$ cat config.mk
export PLATFORM = sky130hd
export DESIGN_NAME = tagStore
export DESIGN_NICKNAME = d
export VERILOG_FILES = /design/src/hdl/cacheGeomPkg.sv /design/src/hdl/tagStore.sv
export SDC_FILE = /design/constraint.sdc
export NUM_CORES = 2
export LEC_CHECK = 0
export ABC_CLOCK_PERIOD_IN_PS = 4400
export BUFFER_PORTS_ARGS = -buffer_cell sky130_fd_sc_hd__buf_2
export CORE_ASPECT_RATIO = 1.1
export CORE_MARGIN = 1.5
export CORE_UTILIZATION = 57
export DETAILED_ROUTE_END_ITERATION = 10
export PLACE_DENSITY = 0.73
export RECOVER_POWER = 100
export SLEW_MARGIN = 25
export SYNTH_ARGS = -nofsm -noshare
export SYNTH_HDL_FRONTEND = slang
export SYNTH_SLANG_ARGS = --single-unit
$ cat constraint.sdc
create_clock -name clk -period 4.4 [get_ports clk]
set_input_delay 0.88 -clock clk [delete_from_list [all_inputs] [get_ports clk]]
set_output_delay 0.88 -clock clk [all_outputs]
set_load 0.02 [all_outputs]
$ cat src/hdl/cacheGeomPkg.sv
`default_nettype none

package cacheGeomPkg;

  // 21-bit tag, 6-bit index, 5-bit offset
  localparam int TagBits      = 21;
  localparam int IndexBits    = 6;
  localparam int OffsetBits   = 5;
  localparam int WordBits     = 64;
  localparam int LineBits     = 256;
  localparam int BeatsPerLine = 4;

  // one data bank holds half a line
  localparam int BankBits     = LineBits / 2;

  typedef struct packed {
    logic [TagBits-1:0]    tag;
    logic [IndexBits-1:0]  index;
    logic [OffsetBits-1:0] offset;
  } cacheAddrT;

  // byte mask arrives already lane aligned
  typedef struct packed {
    logic                  isStore;
    cacheAddrT             addr;
    logic [WordBits-1:0]   wData;
    logic [WordBits/8-1:0] wMask;
  } cacheReqT;

  typedef struct packed {
    logic [WordBits-1:0] rData;
  } cacheRspT;

  // one hit flag per way
  typedef struct packed {
    logic way1;
    logic way0;
  } wayHitT;

endpackage

`default_nettype wire

$ cat src/hdl/tagStore.sv
`default_nettype none

module tagStore #(
  parameter int         NumSets    = 64,
  parameter logic [7:0] VictimSeed = 8'hb5
) (
  input  wire logic                                clk,
  input  wire logic                                rst_n,
  input  wire logic [cacheGeomPkg::IndexBits-1:0]  index_i,
  input  wire logic [cacheGeomPkg::TagBits-1:0]    tag_i,
  input  wire logic                                fill_i,
  input  wire logic                                setDirty_i,
  output cacheGeomPkg::wayHitT                     hitWay_o,
  output logic                                     victim_o,
  output logic                                     victimDirty_o,
  output logic      [cacheGeomPkg::TagBits-1:0]    victimTag_o
);

  logic [cacheGeomPkg::TagBits-1:0] tagMem [2][NumSets];
  logic [1:0][NumSets-1:0]          validQ;
  logic [1:0][NumSets-1:0]          dirtyQ;
  logic [7:0]                       lfsrQ;
  logic [cacheGeomPkg::TagBits-1:0] tagRd [2];
  cacheGeomPkg::wayHitT             hit;

  // combinational lookup of both ways
  always_comb begin
    for (int w = 0; w < 2; w++) begin
      tagRd[w] = tagMem[w][index_i];
    end
    hit.way0 = validQ[0][index_i] && (tagRd[0] == tag_i);
    hit.way1 = validQ[1][index_i] && (tagRd[1] == tag_i);
  end

  assign hitWay_o = hit;

  // victim way stays fixed until the next fill
  assign victim_o      = lfsrQ[0];
  assign victimDirty_o = dirtyQ[victim_o][index_i];
  assign victimTag_o   = tagRd[victim_o];

  always_ff @(posedge clk) begin
    if (fill_i) begin
      tagMem[victim_o][index_i] <= tag_i;
    end
  end

  always_ff @(posedge clk or negedge rst_n) begin
    if (!rst_n) begin
      validQ <= '0;
      dirtyQ <= '0;
    end else if (fill_i) begin
      // freshly installed line is clean
      validQ[victim_o][index_i] <= 1'b1;
      dirtyQ[victim_o][index_i] <= 1'b0;
    end else if (setDirty_i) begin
      if (hit.way0) begin
        dirtyQ[0][index_i] <= 1'b1;
      end
      if (hit.way1) begin
        dirtyQ[1][index_i] <= 1'b1;
      end
    end
  end

  // x^8 + x^6 + x^5 + x^4 + 1, steps once per fill
  always_ff @(posedge clk or negedge rst_n) begin
    if (!rst_n) begin
      lfsrQ <= VictimSeed;
    end else if (fill_i) begin
      lfsrQ <= {lfsrQ[6:0], lfsrQ[7] ^ lfsrQ[5] ^ lfsrQ[4] ^ lfsrQ[3]};
    end
  end

endmodule

`default_nettype wire

# After elaboration in Yosys (flattened, before gate mapping)
# Memory sizes are Yosys's and may differ from the RTL's.
# Index checks and enable logic that the tools add are counted.
[word_totals]
output_inout_bits = 25
input_bits = 31
mem_bits_rw = 2688
regBits = 264
memories = 1
word_cells = 64
[memory_table]
columns = ["name", "words", "width", "read_ports", "rd_clocked_by_memory_dff", "wr", "line", "text"]
rows = [
  ["tagMem", 2, 1344, 2, 0, 1, "tagStore.sv:19", "logic [cacheGeomPkg::TagBits-1:0] tagMem [2][NumSets];"],
]
[classes]
n_eq_ne = 2
bitwise = 10
muxes = 29
n_reduce_logical = 10
magnitude_cmp = 7
[op_table]
columns = ["op", "count"]
rows = [
  ["$mux W1344", 1],
  ["$mux W64", 5],
  ["$mux W128", 2],
  ["$bmux W21 S6", 2],
  ["$mux W21", 8],
  ["$and A128 B128 Y128", 1],
  ["$not A128 Y128", 1],
  ["$or A128 B128 Y128", 1],
  ["$or A64 B64 Y64", 2],
  ["$demux W21 S6", 1],
  ["$demux W64 S1", 1],
  ["$eq A21 B21 Y1", 2],
  ["$bmux W1 S6", 3],
  ["$ge A7 B7 Y1 const B", 1],
  ["$lt A6 B7 Y1 const B", 1],
  ["$lt A7 B1 Y1 const B", 1],
  ["$not A6 Y7", 1],
  ["$demux W1 S6", 1],
  ["$ge A6 B1 Y1 const B", 1],
  ["$reduce_bool A2 Y1", 3],
  ["$logic_and A1 B1 Y1", 5],
  ["$mux W1", 5],
  ["$reduce_and A2 Y1", 2],
  ["$xor A1 B1 Y1", 3],
  ["4 further kinds", 4],
]

# Logic depth before layout (Yosys ltp)
[logic_depth]
word_depth = 9
mapped_depth = 18
depth_no_buf = 9

# Worst setup path before layout
# OpenSTA, ideal clock, no wires.
[synth_path]
kind = "in2out"
from = "input port index_i[1] (netlist name)"
to = "output port hitWay_o[0] (netlist name)"
n_path_buf = 5
path_stages = 14
arrival_time_ps = 4025
t_required_ps = 3520
setup_slack_ps = -505
cell_sequence = "buf_2 > buf_6 > buf_4 > buf_2 > buf_1 > mux4_2 > nand3_1 > nand3_1 > a211oi_1 > xnor2_1 > nor2_1 > nand3_1 > or4b_2 > nor3_1"
[synth_rtl]
columns = ["element", "line", "text"]
rows = [
  ["start, declared", "tagStore.sv:9", "input wire logic [cacheGeomPkg::IndexBits-1:0] index_i,"],
  ["end, declared", "tagStore.sv:13", "output cacheGeomPkg::wayHitT hitWay_o,"],
]

==> flow_results.org <==
** Worst setup path
- Critical path endpoint category :: output port
- Type of the worst setup path :: in -> out
- At the worst endpoint, the required time is 3520 ps.
- Of all nets on the critical path, the largest fanout is 14.
- For the worst setup path, the data arrival time is between 4000 and 5000 ps.
- Crit start category :: input port

** Routing
- Vias after detailed routing :: 77250
- Final ANT Viol Nets :: 0
- DRC violation total after the first TritonRoute iteration :: 14570
- For this run, design rule violations remaining after detail routing come to 0.
- After detailed routing, the total wire length is 439100 um.
- Before antenna repair, the detailed router went through 8 iterations.
- In the final routed layout, each cell accounts on average for roughly 41 um.
- Ratio of routed vias to standard cells :: 7.202

** Finish
- Number of nets in the layout :: between 7000 and 8000
- Most common library cell in the layout ignoring fill and taps :: edfxtp_1
- For this run, the number of standard cells in the final layout without fillers is between 10000 and 15000.
- Fillers :: 11890
- In the final layout, the share of cells above drive strength 1 is roughly two fifths.
- Most frequent cells in the layout :: edfxtp_1, buf_4, mux4_2
- From synthesis to final layout, the design area changed by 25.63%.

** Floorplan
- For this design the top-level I/O count stands at 56.
- Core region area :: 204000 um^2
- The die covers 207800 um^2.
- Placement Rows :: 174
- Die H :: about 480 um
- For this configuration, the core starts out at a cell density of 57.31%.
- Horizontal die dimension :: 434.8 um

** STA
- Final period utilization :: 120.0%
- Hold violation count in the final report :: 0
- Slew at the pin closest to its max-slew limit :: 3805 ps
- Number of slew-limit violations in the final report :: between 800 and 900
- Counting I/O delays and the setup requirement, the final critical path takes 5279 ps.
- Derived from the worst setup path, the maximum achievable clock frequency is between 150 and 200 MHz.
- Worst setup margin :: -879.0 ps
- Setup violations remaining at the end of the flow were counted as 47.
- Remaining max-slew budget at the tightest pin :: -153.7%
- Across the routed clock network, the largest skew measured is between 50 and 60 ps.
- Setup repair after global routing could not meet its margin everywhere.

** Yosys
- Yosys attributes the largest share of cell area to edfxtp_1, mux4_2, dfrtp_1, mux2i_1, a221oi_1.
- Flops & latches, synth :: ~3000
- Synthesis warning total :: 0
- Post-synth top flop :: edfxtp_1
- Biggest area consumer among synthesized cells :: edfxtp_1
- Number of cells produced by synthesis :: 6402
- In the synthesized netlist the async set-or-reset flop fraction comes to 8.943%.
- Number of flops mapped to enable cells by yosys :: about 2700
- Synthesis produced a netlist with a net count of about 6400.
- Mean post-synth cell area :: about 18 um^2
- In this run the cell area of the synthesized design comes to approximately 120000 um^2.
- Sequential cells were found to cover 74.70% of the synthesized design area.
- In this run the biggest area consumer among cell types represents 69.04% of the synthesized area.
- Counting distinct cell types in the post-synthesis netlist gives 87.

** Place
- During placement, the flow inserted port buffers numbering 55.
- Half-perimeter wire length after detailed placement :: around 270000 um
- The number of placed instances, taps included, is 9958.
- Routability-driven placement finished with a final weighted congestion of 1.046.

** Clock network
- Number of buffers on the longest clock path :: 4
- The cell sitting at the root of the clock tree is a clkbuf_16.
- TritonCTS built the clock tree.
- Clock slew seen by the registers of the worst setup and hold paths :: 60 ps
- TritonCTS buffer count :: 305
- The clock reaches the later pin of the worst-skew pair after 1000 ps.
- In this run the number of H-tree levels came out at 5.
- Clock Sinks :: ~3000

** Power and ir drop
- The analysis attributes to cell leakage a power of ~51 nW.
- Power per cell area :: 440.0 nW/um^2
- Of the total power, combinational logic draws 11.6%.
- Sum of internal, switching and leakage power :: 64.62 mW
- Net switching is 24.02% of the power.
- Internal power comes to 49.10 mW.
- Sw power :: between 15 and 20 mW
- Per report_power, the sequential group accounts for 48.4% of the total.
- Proportion of power drawn by the clock network :: between 40% and 50%
- Worst IR drop on VDD :: between 0.6 and 0.7 mV

** GRT
- Entering global routing, the biggest net connects roughly 130 pins.
- First-pass GRT wire length :: 592800 um
- Global routing finished with a remaining overflow of 0.
- Via count of the first global-routing pass :: between 70000 and 80000
- Initial antenna violation count :: 24
- Total GRT Usage :: 41.61%

** Status
- Status :: finished, violations left
- Violated checks :: capacitance limit, slew limit, setup timing

** Run
- # Max-Cap Violations :: 18

** Min path
- Path class of the lowest-slack min-delay path :: in -> reg
[flip-flops by register name (all words and copies together) (netlist names)]
register	count
dirtyQ	128
lfsrQ	8
tagMem	2688
validQ	128
[final timing paths]
check                                     start              to  slack [ps]  cells past startpoint
worst max-delay path                 index_i[1]     hitWay_o[0]        -880                     18
worst min-delay path                  tag_i[17]  tagMem[0][437]         310                      1
worst max register to register  tagMem[0][1274]      dirtyQ[24]         570                     14
worst min register to register      validQ[107]     validQ[107]         470                      1
max in group asynchronous                 rst_n      validQ[76]         -60                      4
min in group asynchronous                 rst_n      validQ[89]        1050                      2
[metrics by stage]
step	setup TNS (ps)	hold WS, ps	area [um^2]	utilization [%]	setup slack [ps]
final	-5810	314.5	146900	72.00	-879.0
after global routing	-34940	273.3	146800	71.99	-831.2
after CTS	-3365	263.1	145400	71.27	-779.5
after detailed placement	-122300	449.7	131000	64.22	-1689
after global placement	-129390	442.9	131000	64.22	-1677
after floorplan	0	427.4	117100	-	8.250
[final cells by class]
class | instances | area (um^2) | share of cell area [%]
Antenna cell | 17 | 42.54 | 0.02896
Clock buffer | 385 | 8189 | 5.576
Clock inverter | 147 | 1538 | 1.047
Inverter | 14 | 62.56 | 0.04259
Multi-Input combinational cell | 2985 | 30230 | 20.58
Sequential cell | 2952 | 87330 | 59.46
Tap cell | 2728 | 3413 | 2.324
Timing Repair Buffer | 1499 | 16070 | 10.94
[what timing repair did]
action	CTS	global route
setup buffers	144	71
endpoints found under the hold margin	16	0
gates cloned	29	3
hold buffers	1	0
resized for setup	516	242
setup endpoints to repair	88	23
pin swaps	123	105
[critical path, cell delays in order]
cell	delay (ps)
buf_16	140
buf_12	170
buf_4	180
nand2b_4	120
buf_12	180
buf_4	170
o22ai_1	70
o21ai_1	130
buf_4	180
nand4_1	320
nor3_1	280
buf_4	150
xor2_2	150
nand3_1	110
or4b_4	510
nor3_4	340
buf_12	170
buf_8	100
[routing by layer]
metal  part of all wire (%)  global-route usage, %  vias to the layer above
met4                    6.3                  21.47                       26
met2                     43                  59.75                     7298
li1                       -                      -                    29020
met5                  0.051                      0                        -
met1                     34                  56.57                    39520
met3                     16                  14.53                     1388
[power groups by stage]
stage                     clock [mW]  combinational, mW  sequential, mW
after floorplan                    0               2.60            31.8
after global placement             0               5.86            31.9
after detailed placement           0               5.95            31.9
after CTS                       25.7               6.96            31.3
after global routing            26.8               7.52            31.3
final                           25.8               7.48            31.3
[synthesized netlist by cell type, drive strengths merged (36+ instances only)]
cell type and number:
edfxtp 2688, mux4 395, mux2i 392, buf 262, dfrtp 259, o21ai 228
nor2 201, a221oi 191, clkbuf 189, nand2 152, a22oi 149, o22ai 142
a21oi 141, or2 132, nand3 125, mux2 74, nand2b 49, o21a 49
a31oi 37, nor3 36
[kinds of logic after synthesis]
group / Yosys count / synth area share [%]
compound gates: 1174 / 7.047
buf+inv: 465 / 2.069
mux: 861 / 11.68
simple gates: 924 / 4.314
flops: 2952 / 74.70
xor+xnor: 26 / 0.1948
Note: power is estimated with default switching activity, not from simulation.
